## src/rtl/enc_defines.svh

```systemverilog
/*
 * quadrature encoder block constants
 * channel count, register map fields, filter and period timing
 */
`ifndef ENC_DEFINES_SVH
`define ENC_DEFINES_SVH

// --------------------------------------------------
// register map
`define NUM_ENC         4               // encoder channels, numbered 1..4
`define ADDR_MAIN       4'h0            // reg_waddr[15:12] block select
`define OFF_ENC_LOAD    4'h0            // preload, write and read
`define OFF_ENC_DATA    4'h1            // {ovf, count}
`define OFF_PER_DATA    4'h2            // {dir, period ticks}

// --------------------------------------------------
// datapath
`define PRELOAD_RESET   24'h800000      // half scale
`define DEB_LEN         4               // stable run length for the line filter
`define PERD_DIV        16              // sysclk cycles per period tick
`define PERD_MAX        31'h7FFFFFFF    // period tick count saturates here

`endif

```

## src/rtl/enc_pkg.sv

```systemverilog
/*
 * encoder subsystem types
 * shared by the channel datapath, the register decode and the bench
 */
package enc_pkg;

    // position as read back
    // bit 24  sticky overflow, set on wrap either way
    // 23..0   up/down count
    typedef logic [24:0] enc_count_t;

    // value copied into the counter on a load strobe
    typedef logic [23:0] enc_preload_t;

    // edge-to-edge period
    // bit 31  direction of the last edge, 1 = up
    // 30..0   tick count, saturating
    typedef logic [31:0] enc_period_t;

    // channel select, reg address bits 7..4
    // 1..NUM_ENC map to a channel, 0 and the rest read zero
    typedef logic [3:0] enc_chan_t;

    // register bus
    typedef logic [15:0] reg_addr_t;    // [15:12] block, [7:4] chan, [3:0] offset
    typedef logic [31:0] reg_data_t;    // narrower fields are zero-extended

endpackage

```

## src/rtl/enc_debounce.sv

```systemverilog
/*
 * line filter for one raw encoder input
 * two-stage sync, then a run counter before the output follows
 */
`include "enc_defines.svh"

module enc_debounce (
    input  logic sysclk,
    input  logic reset,         // sync, active low
    input  logic din,           // raw line from the connector
    output logic dout           // filtered line
);

    // stage 2 already trails din by two samples, so the flip needs
    // DEB_LEN - 1 disagreeing samples there to land DEB_LEN + 1 after din
    localparam int RUN_LAST = `DEB_LEN - 2;
    localparam int RUN_W    = (`DEB_LEN > 2) ? $clog2(`DEB_LEN) : 1;

    logic [1:0]       sync_q;   // [0] first stage, [1] compared
    logic [RUN_W-1:0] run_cnt;  // consecutive disagreeing samples, minus one

    always_ff @(posedge sysclk)
    begin
        if (!reset)
        begin
            sync_q  <= 2'b00;
            run_cnt <= '0;
            dout    <= 1'b0;
        end
        else
        begin
            sync_q <= {sync_q[0], din};
            if (sync_q[1] == dout)
                run_cnt <= '0;                  // run broken, start over
            else if (run_cnt == RUN_W'(RUN_LAST))
            begin
                dout    <= sync_q[1];           // run complete, follow input
                run_cnt <= '0;
            end
            else
                run_cnt <= run_cnt + 1'b1;
        end
    end

endmodule

```

## src/rtl/enc_quad.sv

```systemverilog
/*
 * quadrature decoder with 24-bit up/down position counter
 * preload on strobe, sticky overflow on wrap, direction of last step
 */
`include "enc_defines.svh"

module enc_quad (
    input  logic                  sysclk,
    input  logic                  reset,     // sync, active low
    input  logic                  a,         // filtered A
    input  logic                  b,         // filtered B
    input  logic                  load,      // one-cycle preload strobe
    input  enc_pkg::enc_preload_t preload,
    output enc_pkg::enc_count_t   count,     // {ovf, position}
    output logic                  dir        // 1 = last step was up
);

    import enc_pkg::*;

    logic [1:0]   ab_prev;      // {a, b} at the previous edge
    logic [1:0]   ab_cur;
    logic         step;         // exactly one line moved
    logic         both;         // both lines moved, illegal
    logic         up;           // step direction
    enc_preload_t pos_q;
    logic         ovf_q;
    logic         dir_q;

    // --------------------------------------------------
    // step decode
    // up sequence {a,b}: 00 -> 10 -> 11 -> 01 -> 00 (A leads)
    assign ab_cur = {a, b};
    assign step   = ^(ab_prev ^ ab_cur);    // odd number of changes
    assign both   = &(ab_prev ^ ab_cur);
    assign up     = a ^ ab_prev[0];         // new A against old B

    // --------------------------------------------------
    // counter
    always_ff @(posedge sysclk)
    begin
        if (!reset)
        begin
            ab_prev <= 2'b00;                   // filtered lines reset low
            pos_q   <= `PRELOAD_RESET;
            ovf_q   <= 1'b0;
            dir_q   <= 1'b0;
        end
        else
        begin
            ab_prev <= ab_cur;
            if (step)
                dir_q <= up;
            if (load)
            begin
                pos_q <= preload;               // load wins over a step
                ovf_q <= 1'b0;
            end
            else if (step)
            begin
                if (up)
                begin
                    if (pos_q == '1)
                        ovf_q <= 1'b1;          // wrap to zero
                    pos_q <= pos_q + 1'b1;
                end
                else
                begin
                    if (pos_q == '0)
                        ovf_q <= 1'b1;          // wrap to all ones
                    pos_q <= pos_q - 1'b1;
                end
            end
        end
    end

    assign count = {ovf_q, pos_q};
    assign dir   = dir_q;

    // a double change carries no direction, position must hold
    a_illegal_hold: assert property (@(posedge sysclk) disable iff (!reset)
        (both && !load) |=> $stable(count));

endmodule

```

## src/rtl/enc_period.sv

```systemverilog
/*
 * edge-to-edge period meter for one encoder channel
 * counts slow ticks between A/B edges, latches count and direction
 */
`include "enc_defines.svh"

module enc_period (
    input  logic                 sysclk,
    input  logic                 reset,     // sync, active low
    input  logic                 a,         // filtered A
    input  logic                 b,         // filtered B
    input  logic                 dir,       // from the decoder, valid a cycle after edge
    output enc_pkg::enc_period_t period     // {dir, ticks}
);

    import enc_pkg::*;

    localparam int PRESC_W = (`PERD_DIV > 1) ? $clog2(`PERD_DIV) : 1;

    logic [PRESC_W-1:0] presc;      // sysclk cycles within one tick
    logic               tick;
    logic               a_q;
    logic               b_q;
    logic               edge_q;     // edge seen last cycle, dir now settled
    logic [30:0]        run_cnt;    // ticks since the last edge
    enc_period_t        perd_q;

    // --------------------------------------------------
    // tick prescaler, free running
    assign tick = (presc == PRESC_W'(`PERD_DIV - 1));

    always_ff @(posedge sysclk)
    begin
        if (!reset)
            presc <= '0;
        else if (tick)
            presc <= '0;
        else
            presc <= presc + 1'b1;
    end

    // --------------------------------------------------
    // edge detect
    // delayed one cycle so the decoder has updated dir for this edge
    always_ff @(posedge sysclk)
    begin
        if (!reset)
        begin
            a_q    <= 1'b0;
            b_q    <= 1'b0;
            edge_q <= 1'b0;
        end
        else
        begin
            a_q    <= a;
            b_q    <= b;
            edge_q <= (a ^ a_q) | (b ^ b_q);    // any line, either way
        end
    end

    // --------------------------------------------------
    // running count and latch
    always_ff @(posedge sysclk)
    begin
        if (!reset)
        begin
            run_cnt <= '0;
            perd_q  <= '0;
        end
        else if (edge_q)
        begin
            perd_q  <= {dir, run_cnt};
            run_cnt <= '0;                      // tick on this cycle dropped
        end
        else if (tick && run_cnt != `PERD_MAX)
            run_cnt <= run_cnt + 1'b1;          // stops at full scale
    end

    assign period = perd_q;

    // running count never passes PERD_MAX, it holds there until an edge
    a_run_sat: assert property (@(posedge sysclk) disable iff (!reset)
        (run_cnt == `PERD_MAX && !edge_q) |=> (run_cnt == `PERD_MAX));

endmodule

```

## src/rtl/enc_ctrl.sv

```systemverilog
/*
 * encoder register file
 * preload writes with one-cycle load strobes, read mux over all channels
 */
`include "enc_defines.svh"

module enc_ctrl (
    input  logic                  sysclk,
    input  logic                  reset,                    // sync, active low
    input  logic                  reg_wen,                  // single-cycle write strobe
    input  enc_pkg::reg_addr_t    reg_raddr,
    input  enc_pkg::reg_addr_t    reg_waddr,
    input  enc_pkg::reg_data_t    reg_wdata,
    input  enc_pkg::enc_count_t   quad_data [1:`NUM_ENC],   // per channel {ovf, count}
    input  enc_pkg::enc_period_t  perd_data [1:`NUM_ENC],   // per channel {dir, ticks}
    output enc_pkg::enc_preload_t preload   [1:`NUM_ENC],
    output logic [1:`NUM_ENC]     set_enc,                  // load strobes
    output enc_pkg::reg_data_t    reg_rdata
);

    import enc_pkg::*;

    enc_chan_t  wr_chan;
    enc_chan_t  rd_chan;
    logic [3:0] rd_off;
    logic       wr_hit;     // preload write to a mapped channel

    // --------------------------------------------------
    // write decode
    assign wr_chan = enc_chan_t'(reg_waddr[7:4]);
    assign wr_hit  = reg_wen
                  && (reg_waddr[15:12] == `ADDR_MAIN)
                  && (reg_waddr[3:0] == `OFF_ENC_LOAD)
                  && (wr_chan != '0)
                  && (wr_chan <= `NUM_ENC);

    always_ff @(posedge sysclk)
    begin
        if (!reset)
        begin
            set_enc <= '0;
            for (int i = 1; i <= `NUM_ENC; i++)
                preload[i] <= `PRELOAD_RESET;       // half scale
        end
        else
        begin
            for (int i = 1; i <= `NUM_ENC; i++)
            begin
                set_enc[i] <= wr_hit && (wr_chan == i);   // cleared next cycle
                if (wr_hit && (wr_chan == i))
                    preload[i] <= reg_wdata[23:0];  // upper bits dropped
            end
        end
    end

    // --------------------------------------------------
    // read mux, combinational from reg_raddr
    // block select bits are not decoded on reads
    assign rd_chan = enc_chan_t'(reg_raddr[7:4]);
    assign rd_off  = reg_raddr[3:0];

    always_comb
    begin
        reg_rdata = '0;                             // chan 0, 5..15 read zero
        for (int i = 1; i <= `NUM_ENC; i++)
        begin
            if (rd_chan == i)
            begin
                case (rd_off)
                    `OFF_ENC_LOAD: reg_rdata = reg_data_t'(preload[i]);
                    `OFF_ENC_DATA: reg_rdata = reg_data_t'(quad_data[i]);
                    `OFF_PER_DATA: reg_rdata = perd_data[i];
                    default:       reg_rdata = '0;  // unmapped offset
                endcase
            end
        end
    end

    // --------------------------------------------------
    // load strobes
    a_strobe_onehot: assert property (@(posedge sysclk) disable iff (!reset)
        $onehot0(set_enc));

    // a load pulse on any channel drops after one cycle
    a_strobe_single: assert property (@(posedge sysclk) disable iff (!reset)
        (set_enc != '0) |=> ((set_enc & $past(set_enc)) == '0));

endmodule

```

## src/rtl/enc_top.sv

```systemverilog
/*
 * four-channel quadrature encoder subsystem
 * line filters, position counters and period meters behind enc_ctrl
 */
`include "enc_defines.svh"

module enc_top (
    input  logic               sysclk,
    input  logic               reset,           // sync, active low
    input  logic [1:`NUM_ENC]  enc_a,           // raw A lines
    input  logic [1:`NUM_ENC]  enc_b,           // raw B lines
    input  enc_pkg::reg_addr_t reg_raddr,
    input  enc_pkg::reg_addr_t reg_waddr,
    input  enc_pkg::reg_data_t reg_wdata,
    input  logic               reg_wen,
    output enc_pkg::reg_data_t reg_rdata
);

    import enc_pkg::*;

    logic [1:`NUM_ENC] enc_a_filt;              // filtered lines
    logic [1:`NUM_ENC] enc_b_filt;
    logic [1:`NUM_ENC] dir;                     // last step direction
    logic [1:`NUM_ENC] set_enc;                 // preload strobes
    enc_preload_t      preload   [1:`NUM_ENC];
    enc_count_t        quad_data [1:`NUM_ENC];
    enc_period_t       perd_data [1:`NUM_ENC];

    // --------------------------------------------------
    // per-channel datapath
    genvar ch;
    generate
        for (ch = 1; ch <= `NUM_ENC; ch++)
        begin : g_chan
            enc_debounce u_filt_a (.sysclk, .reset, .din(enc_a[ch]), .dout(enc_a_filt[ch]));
            enc_debounce u_filt_b (.sysclk, .reset, .din(enc_b[ch]), .dout(enc_b_filt[ch]));

            enc_quad u_quad (
                .sysclk, .reset,
                .a(enc_a_filt[ch]), .b(enc_b_filt[ch]),
                .load(set_enc[ch]), .preload(preload[ch]),
                .count(quad_data[ch]), .dir(dir[ch])
            );

            enc_period u_perd (
                .sysclk, .reset,
                .a(enc_a_filt[ch]), .b(enc_b_filt[ch]),
                .dir(dir[ch]), .period(perd_data[ch])
            );
        end
    endgenerate

    // --------------------------------------------------
    // register file
    enc_ctrl u_ctrl (
        .sysclk, .reset,
        .reg_wen, .reg_raddr, .reg_waddr, .reg_wdata,
        .quad_data, .perd_data,
        .preload, .set_enc,
        .reg_rdata
    );

endmodule

```

## config.mk

```make
export PLATFORM = sky130hd
export DESIGN_NAME = enc_top
export DESIGN_NICKNAME = d
export VERILOG_FILES = /design/src/rtl/enc_pkg.sv /design/src/rtl/enc_debounce.sv /design/src/rtl/enc_quad.sv /design/src/rtl/enc_period.sv /design/src/rtl/enc_ctrl.sv /design/src/rtl/enc_top.sv
export VERILOG_INCLUDE_DIRS = /design/src /design/src/rtl
export SDC_FILE = /design/constraint.sdc
export NUM_CORES = 1
export LEC_CHECK = 0
export BUFFER_PORTS_ARGS = -buffer_cell sky130_fd_sc_hd__buf_2
export CAP_MARGIN = 20
export CORE_MARGIN = 2
export CORE_UTILIZATION = 40
export CTS_CLUSTER_DIAMETER = 100
export DETAILED_ROUTE_END_ITERATION = 8
export PLACE_DENSITY_LB_ADDON = 0.05
export SYNTH_ARGS = -nofsm -noshare
export SYNTH_HDL_FRONTEND = slang
export SYNTH_SLANG_ARGS = --single-unit
```

## constraint.sdc

```tcl
create_clock -name sysclk -period 4.6 [get_ports sysclk]
set_input_delay 0 -clock sysclk [delete_from_list [all_inputs] [get_ports sysclk]]
set_output_delay 0 -clock sysclk [all_outputs]
set_load 0.005 [all_outputs]
```

==> reports/metrics.csv, run 1 <==
stage;metric;value;unit
sta;relSlewSlack;28.9;%
final_layout;instances_no_fill;4303;
drt;dr_pass1_iterations;6;
floorplan;start_util;40.3;%
sta;worst_slew_pin_slew;1070;ps
synth;synth_flop_cell;sky130_fd_sc_hd__dfxtp_1;
clock_tree;postCtsHoldBufs;40;
synth;synth-async-reset-ratio;0;%
power;static-leakage-power;11.0;nW
clock_tree;clockRootBuffer;sky130_fd_sc_hd__clkbuf_16;
final_layout;filler_cells;6728;
floorplan;pin_count;107;
synth;synthesized_cell_area;27600;um2
synth;postSynthAreaPerCell;8.09;um2
sta;final_setup_vio_count;0;
synth;yosysWarningCount;0;
critical_path;path_class;reg -> reg;
synth;yosys.area.top_type;sky130_fd_sc_hd__dfxtp_1;
synth;synthXorXnorAreaFrac;6.32;%
worst_hold_path;min-delay-path-class;in -> reg;
floorplan;placeableCoreArea;68500;um2
synth;synth.yosys.seq_area_share;38.0;%
drt;drc;0;
sta;max_freq;0.301;GHz
power;design_power_total;9.75;mW
synth;synth_fa_ha_area_share;1.09;%
global_route;first_global_vias;23891;
sta;grt_setup_unrepaired;false;
placement;numPortBuffers;86;
floorplan;die_w;267;um
synth;share_of_the_synthesized_area_in_compound_gates_ao_oa_aoi_oai;13.2;%
run;max-cap-violations;0;
synth;syn-instance-count;3410;
final_layout;layout-drive-gt1-share;8.33;%
clock_tree;clock_latency;650;ps
clock_tree;h-tree-depth;2;
clock_tree;cts_made_buffers;60;
synth;fraction_of_synthesized_area_in_multiplexers;10.0;%
synth;ys_types;83;
clock_tree;cts.sink_count;524;
power;ir_drop_worst_case_vdd;0.000322;V
placement;globalplace.congestion;0.956;
drt;total_number_of_vias;25317;
sta;finalCritPeriodShare;72.3;%
final_layout;diodes;0;
clock_tree;post_cts.resized_instances;0;
synth;yosys_register_bits;524;
placement;dpl.cell_count;4151;
sta;final.setup.tns;0;ps
drt;drt_first_iter_violations;2798;
final_layout;synthToLayoutAreaGrowth;12.1;%
synth;area_fraction_of_the_dominant_cell_type_after_synthesis;38.0;%
clock_tree;clock_path_buffers;3;
synth;synth_enable_flop_cells;0;
critical_path;arrival;3880;ps
synth;largest_family_of_logic_cells_by_synthesized_area;simple AND/OR/NAND/NOR gates;
synth;synth.top_cells.by_area;sky130_fd_sc_hd__dfxtp_1 38%, sky130_fd_sc_hd__mux2i_1 9.7%, sky130_fd_sc_hd__nor2_1 6.5%;
sta;worst_hold_slack;33.8;ps
global_route;grt_max_degree;131;
clock_tree;tritoncts;yes;
sta;drv_slew;0;
critical_path;setup.reg_to_reg.worst_slack;1270;ps
drt;route.detailed.wl_per_inst;22.7;um
global_route;grt_overflow_total;0;
placement;post-dp-hpwl;70000;um
critical_path;worst-path-buf-inv;1;
clock_tree;cts.repair_timing.setup_buffer_count;0;
critical_path;cell_by_cell_trace_of_the_critical_path;xor2_2 -> buf_4 -> xnor2_1 -> ha_1 -> nand2_1 -> or4_4 -> or4b_4 -> a21oi_2 -> xnor2_1 -> a211oi_2;
sta;period_needed;3330;ps
sta;final-hold-violation-count;0;
critical_path;critical-path-top-cell-by-count;sky130_fd_sc_hd__xnor2_1;
global_route;grt_antenna_before_repair;4;
drt;wirelength;97800;um
critical_path;critPathRequiredTime;5150;ps
floorplan;placementRows;96;
critical_path;slowest_stage;sky130_fd_sc_hd__dfxtp_1;
drt;viasPerCell;5.88;
global_route;grt_util_all_layers;27.1;%
critical_path;critPathCaptureType;flop;
floorplan;design.die.area;71100;um2
global_route;first_pass_grt_wire_length;148000;um
critical_path;critical_path_peak_fanout;33;
critical_path;cpLargestDelayFamily;simple AND/OR/NAND/NOR gates;
critical_path;critical-path-max-stage-delay;530;ps
sta;finClkSkew;20.8;ps
synth;yosys.area_share.simple;26.9;%
power;powerDensity;315;nW/um2
critical_path;setup.worst_path.start_class;flop;
synth;synth.net_count;3509;
floorplan;die_h;267;um
drt;detail-route-antenna-nets;0;
outcome;status;finished clean;
final_layout;number_of_nets_at_the_end_of_the_flow;3473;
clock_tree;cts.clk_slew.worst_paths;60;ps
-- synth_stat cells (25+ instances only) --
master                     number
sky130_fd_sc_hd__mux2i_1      267
sky130_fd_sc_hd__a22oi_1       54
sky130_fd_sc_hd__clkbuf_1     232
sky130_fd_sc_hd__o21ai_0      122
sky130_fd_sc_hd__nand2_1      335
sky130_fd_sc_hd__dfxtp_1      524
sky130_fd_sc_hd__nand4_1       79
sky130_fd_sc_hd__o22ai_1       29
sky130_fd_sc_hd__a211oi_1      40
sky130_fd_sc_hd__xor2_1        67
sky130_fd_sc_hd__a21oi_1      166
sky130_fd_sc_hd__or3_1         48
sky130_fd_sc_hd__and2_1        50
sky130_fd_sc_hd__xnor2_1      132
sky130_fd_sc_hd__and3_1        59
sky130_fd_sc_hd__nor2_1       476
sky130_fd_sc_hd__nand3_1      118
sky130_fd_sc_hd__nor4_1        82
sky130_fd_sc_hd__inv_1         40
sky130_fd_sc_hd__nor3_1       101
sky130_fd_sc_hd__and4_1        25
-- path summary, 6_finish.rpt --
check                                                    from                       endpoint  cells after the start
worst max-delay path                  g_chan[4].u_filt_a.dout     g_chan[4].u_quad.pos_q[16]                     10
worst min-delay path                             reg_waddr[7]              u_ctrl.set_enc[1]                      5
worst max register to register        g_chan[4].u_filt_a.dout     g_chan[4].u_quad.pos_q[16]                     10
worst min register to register  g_chan[4].u_filt_a.run_cnt[0]  g_chan[4].u_filt_a.run_cnt[0]                      1
-- where the power goes --
group	switching [mW]	total [mW]	internal [mW]
clock network	2.01	4.81	2.80
logic	0.247	0.360	0.112
registers	0.0194	4.58	4.56
-- cell usage in the layout, fill, tap and decap left out, types with 16 or more instances in the layout --
cell                            Yosys  final
sky130_fd_sc_hd__buf_2             12     84
sky130_fd_sc_hd__a22oi_1           54     54
sky130_fd_sc_hd__inv_1             40     39
sky130_fd_sc_hd__o22ai_1           29     29
sky130_fd_sc_hd__buf_4              2     46
sky130_fd_sc_hd__or4_1             20     20
sky130_fd_sc_hd__and3_1            59     59
sky130_fd_sc_hd__nand3_1          118    118
sky130_fd_sc_hd__ha_1              24     24
sky130_fd_sc_hd__nor3b_1           16     16
sky130_fd_sc_hd__o211ai_1          22     22
sky130_fd_sc_hd__clkbuf_16          0     61
sky130_fd_sc_hd__a211oi_1          40     40
sky130_fd_sc_hd__o21ai_0          122    122
sky130_fd_sc_hd__a21oi_1          166    166
sky130_fd_sc_hd__xnor2_1          132    130
sky130_fd_sc_hd__and4_1            25     25
sky130_fd_sc_hd__or3_1             48     48
sky130_fd_sc_hd__nand4_1           79     79
sky130_fd_sc_hd__dlygate4sd3_1      0     40
sky130_fd_sc_hd__xor2_1            67     64
sky130_fd_sc_hd__nor4_1            82     82
sky130_fd_sc_hd__and2_1            50     50
sky130_fd_sc_hd__nor2_1           476    476
sky130_fd_sc_hd__mux2i_1          267    267
sky130_fd_sc_hd__dfxtp_1          524    520
sky130_fd_sc_hd__clkbuf_1         232     16
sky130_fd_sc_hd__nor3_1           101     99
sky130_fd_sc_hd__clkbuf_8           0     16
sky130_fd_sc_hd__nand2_1          335    335
-- cells by family (layout without fill, tap and decap cells) --
| family | after synthesis | in the layout |
|---|---|---|
| AOI/OAI and AO/OA | 571 | 571 |
| muxes | 275 | 275 |
| and+or+nand+nor | 1501 | 1501 |
| buffers and inverters | 316 | 327 |
| DFF | 524 | 524 |
| xor gates and xnor gates | 199 | 199 |
| adders and majority gates | 24 | 24 |
-- metrics by stage --
stage / utilization [%] / setup WS [ps] / cell area [um2]
global route: 45.2 / 1040 / 30900
global placement: 41.6 / 1390 / 28500
floorplan: - / 1170 / 27600
CTS: 45.1 / 1300 / 30900
detailed placement: 41.6 / 1310 / 28500
finish: 45.2 / 1270 / 30900
-- per-layer routing --
layer / GRT usage (%) / vias to the layer above / share of wire [%]
met5: 0 / - / 0
met4: 9.25 / 0 / 3.6
met3: 4.40 / 152 / 6.8
met2: 42.3 / 824 / 44
met1: 37.9 / 12249 / 45
li1: - / 12092 / -
-- sequential cells by signal (all words and copies together), names as in the netlist, 16 cells and up --
signal / count
g_chan.u_perd.period: 128
g_chan.u_perd.presc: 16
g_chan.u_perd.run_cnt: 124
g_chan.u_quad.pos_q: 96
u_ctrl.preload: 96
-- cell type report --
class | instances | area, um2 | share of cell area (%)
clock buffers | 93 | 1810 | 5.84
clock inverters | 16 | 165 | 0.534
inverters | 44 | 173 | 0.558
multi-input cells | 2570 | 15900 | 51.5
flip-flops and latches | 524 | 10500 | 33.9
well taps | 882 | 1100 | 3.57
repair buffers | 174 | 1240 | 4.02
-- tightest hold or removal path, stage by stage --
cell and delay, ps:
sky130_fd_sc_hd__buf_2 100, sky130_fd_sc_hd__nor2_1 80, sky130_fd_sc_hd__nand3_1 170, sky130_fd_sc_hd__buf_16 200
sky130_fd_sc_hd__nor2_1 50
No activity file was read; power rests on OpenSTA's default activity.
==> run 2: changes to the inputs <==
==> constraint.sdc (replaced) <==
create_clock -name sysclk -period 2.88 [get_ports sysclk]
set_input_delay 0 -clock sysclk [delete_from_list [all_inputs] [get_ports sysclk]]
set_output_delay 0 -clock sysclk [all_outputs]
set_load 0.005 [all_outputs]
==> run 2 against run 1 <==
Net effect: worst hold slack gained 90 ps; setup slack got worse by 1100 ps; clock power rose by 62%; die area stayed put; register-to-register slack got worse by 1100 ps; clock skew grew 1.9 ps; wire length up 2.6%; fmax is 25% higher; critical path depth fell by 1; global-route usage up 0.67 points; cell area up 2.2%; largest cell class unchanged.
==> reports/metrics.csv, run 2 (synthesis gave the netlist of run 1 again) <==
stage;metric;value;unit;change
critical_path;setup.reg_to_reg.worst_slack;210;ps;was 1270 ps
global_route;grt_max_degree;95;;was 131
critical_path;critical_path_peak_fanout;4;;was 33
clock_tree;clock_path_buffers;3;;unchanged
global_route;grt_util_all_layers;27.8;%;was 27.1%
sta;final_setup_vio_count;0;;unchanged
critical_path;cell_by_cell_trace_of_the_critical_path;xor2_4 -> xnor2_2 -> ha_2 -> nand2_1 -> or4_4 -> or4b_4 -> a21oi_2 -> xnor2_1 -> a211oi_2;;was xor2_2 -> buf_4 -> xnor2_1 -> ha_1 -> nand2_1 -> or4_4 -> or4b_4 -> a21oi_2 -> xnor2_1 -> a211oi_2
power;net_switching;3.62;mW;was 2.28 mW
final_layout;layout-drive-gt1-share;10.7;%;was 8.33%
global_route;grt_overflow_total;0;;unchanged
critical_path;timing.reg2reg.worst_path_depth;9;;was 10
floorplan;die_w;267;um;unchanged
power;seq_power_share;46.6;%;was 47.0%
sta;finClkSkew;22.7;ps;was 20.8 ps
power;clock_share_of_power;49.5;%;was 49.4%
final_layout;postLayoutCoreUtil;46.2;%;was 45.2%
power;static-leakage-power;11.4;nW;was 11.0 nW
drt;route.detailed.wl_per_inst;22.9;um;was 22.7 um
power;internal-power;12.1;mW;was 7.47 mW
worst_hold_path;min_path_cells;3;;was 5
final_layout;number_of_nets_at_the_end_of_the_flow;3558;;was 3473
critical_path;critPathRequiredTime;3420;ps;was 5150 ps
power;power_frac_comb;3.8;%;was 3.7%
final_layout;largest_register_ffs;128;;unchanged
critical_path;critical-path-max-stage-delay;530;ps;about the same
floorplan;die_h;267;um;unchanged
sta;max_freq;0.375;GHz;was 0.301 GHz
critical_path;arrival;3200;ps;was 3880 ps
critical_path;setup.worst_path.start_class;flop;;unchanged
drt;viasPerCell;5.87;;was 5.88
sta;grt_setup_unrepaired;false;;unchanged
global_route;grt_antenna_before_repair;4;;unchanged
global_route;first_global_vias;24088;;was 23891
floorplan;placeableCoreArea;68500;um2;unchanged
sta;worst_slew_pin_slew;1020;ps;was 1070 ps
critical_path;slowest_stage;sky130_fd_sc_hd__or4_4;;was sky130_fd_sc_hd__dfxtp_1
sta;final.setup.tns;0;ps;unchanged
drt;total_number_of_vias;25763;;was 25317
drt;drc;0;;unchanged
clock_tree;tritoncts;yes;;unchanged
clock_tree;cts.sink_count;524;;unchanged
critical_path;path_class;reg -> reg;;unchanged
clock_tree;cts.clk_slew.worst_paths;60;ps;about the same
worst_hold_path;hold_start;enc_a[4];;was reg_waddr[7]
clock_tree;cts_made_buffers;60;;unchanged
placement;post-dp-hpwl;73800;um;was 70000 um
sta;drv_slew;0;;unchanged
power;powerDensity;496;nW/um2;was 315 nW/um2
worst_hold_path;min-delay-path-class;in -> reg;;unchanged
drt;wirelength;100000;um;was 97800 um
floorplan;pin_count;107;;unchanged
final_layout;layout.cells.most_common_list;518 x sky130_fd_sc_hd__dfxtp_1, 476 x sky130_fd_sc_hd__nor2_1, 335 x sky130_fd_sc_hd__nand2_1, 267 x sky130_fd_sc_hd__mux2i_1, 166 x sky130_fd_sc_hd__a21oi_1;;was 520 x sky130_fd_sc_hd__dfxtp_1, 476 x sky130_fd_sc_hd__nor2_1, 335 x sky130_fd_sc_hd__nand2_1, 267 x sky130_fd_sc_hd__mux2i_1, 166 x sky130_fd_sc_hd__a21oi_1
power;power.share.switching;23.1;%;was 23.3%
critical_path;critPathCaptureType;flop;;unchanged
clock_tree;h-tree-depth;2;;unchanged
drt;dr_pass1_iterations;8;;was 6
floorplan;placementRows;96;;unchanged
floorplan;start_util;40.3;%;unchanged
outcome;status;finished clean;;unchanged
placement;globalplace.congestion;0.951;;was 0.956
global_route;first_pass_grt_wire_length;151000;um;was 148000 um
placement;numPortBuffers;86;;unchanged
sta;finalCritPeriodShare;92.6;%;was 72.3%
drt;drt_first_iter_violations;2665;;was 2798
worst_hold_path;worst_hold_endpoint;g_chan[4].u_filt_a.sync_q[0];;was u_ctrl.set_enc[1]
clock_tree;clockRootBuffer;sky130_fd_sc_hd__clkbuf_16;;unchanged
placement;dpl.cell_count;4238;;was 4151
final_layout;instances_no_fill;4387;;was 4303
run;max-cap-violations;0;;unchanged
critical_path;reg2reg_to;g_chan[4].u_quad.pos_q[16];;unchanged
power;ir_drop_worst_case_vdd;0.000483;V;was 0.000322 V
sta;period_needed;2670;ps;was 3330 ps
sta;relSlewSlack;32.2;%;was 28.9%
final_layout;leading_cell_type_in_the_layout_fill_and_taps_excluded;sky130_fd_sc_hd__dfxtp_1;;unchanged
final_layout;diodes;0;;unchanged
sta;worst_hold_slack;124;ps;was 33.8 ps
clock_tree;clock_latency;630;ps;was 650 ps
floorplan;design.die.area;71100;um2;unchanged
sta;final-hold-violation-count;0;;unchanged
critical_path;regToRegStartpoint;g_chan[4].u_filt_a.dout;;unchanged
drt;detail-route-antenna-nets;0;;unchanged
final_layout;synthToLayoutAreaGrowth;14.6;%;was 12.1%
[run 2: critical path, delay by kind of cell (launching register included)]
family	cells	cell delay [ps]
XOR/XNOR	3	410
adder cells (fa/ha/maj)	1	230
flip-flops	1	420
AO/OA/AOI/OAI	2	370
AND/OR/NAND/NOR	3	1150
[run 2: timing repair]
action                     4_1_cts  5_1_grt
hold endpoints to repair       122        0
setup buffers                    0        0
setup endpoints to repair        0        1
hold buffers                    41        0
gates resized for setup          0        2
[run 2: per-stage QoR]
stage	cell area, um2	power, mW	setup slack (ps)
after floorplan	27700	7.78	-36.4
after global placement	29200	8.02	180
after detailed placement	29200	8.02	137
after CTS	31600	15.9	109
after global routing	31600	16.2	43.9
final	31600	15.7	214
[run 2: layout make-up]
cell class / count / area (um2)
Sequential cell: 524 / 10500
Tap cell: 882 / 1100
Clock buffer: 88 / 1730
Inverter: 44 / 173
Timing Repair Buffer: 259 / 1870
Fill cell: 6798 / 36900
Multi-Input combinational cell: 2570 / 16000
Clock inverter: 20 / 254
[run 2: worst max path at each step]
stage	start	to	slack [ps]	cells past startpoint
final	g_chan[4].u_filt_a.dout	g_chan[4].u_quad.pos_q[16]	210	9
after global routing	g_chan[1].u_quad.ab_prev[0]	g_chan[1].u_quad.pos_q[16]	40	9
after CTS	g_chan[1].u_filt_a.dout	g_chan[1].u_quad.pos_q[16]	110	9
after detailed placement	g_chan[1].u_filt_a.dout	g_chan[1].u_quad.pos_q[16]	140	9
after global placement	g_chan[1].u_filt_a.dout	g_chan[1].u_quad.pos_q[16]	180	9
after floorplan	g_chan[4].u_filt_a.dout	g_chan[4].u_quad.pos_q[16]	-40	13
[run 2: power groups by stage]
stage	Sequential [mW]	Clock (mW)	Combinational (mW)
floorplan	7.46	0	0.318
global placement	7.47	0	0.548
detailed placement	7.47	0	0.555
CTS	7.31	7.95	0.597
global route	7.31	8.26	0.640
finish	7.31	7.77	0.601
[run 2: metal layers]
layer	up-vias	part of all wire (%)	global-route usage, %
li1	12285	-	-
met1	12494	46	39.4
met2	828	45	43.8
met3	154	6.2	3.51
met4	2	3.2	8.58
met5	-	0.0080	0
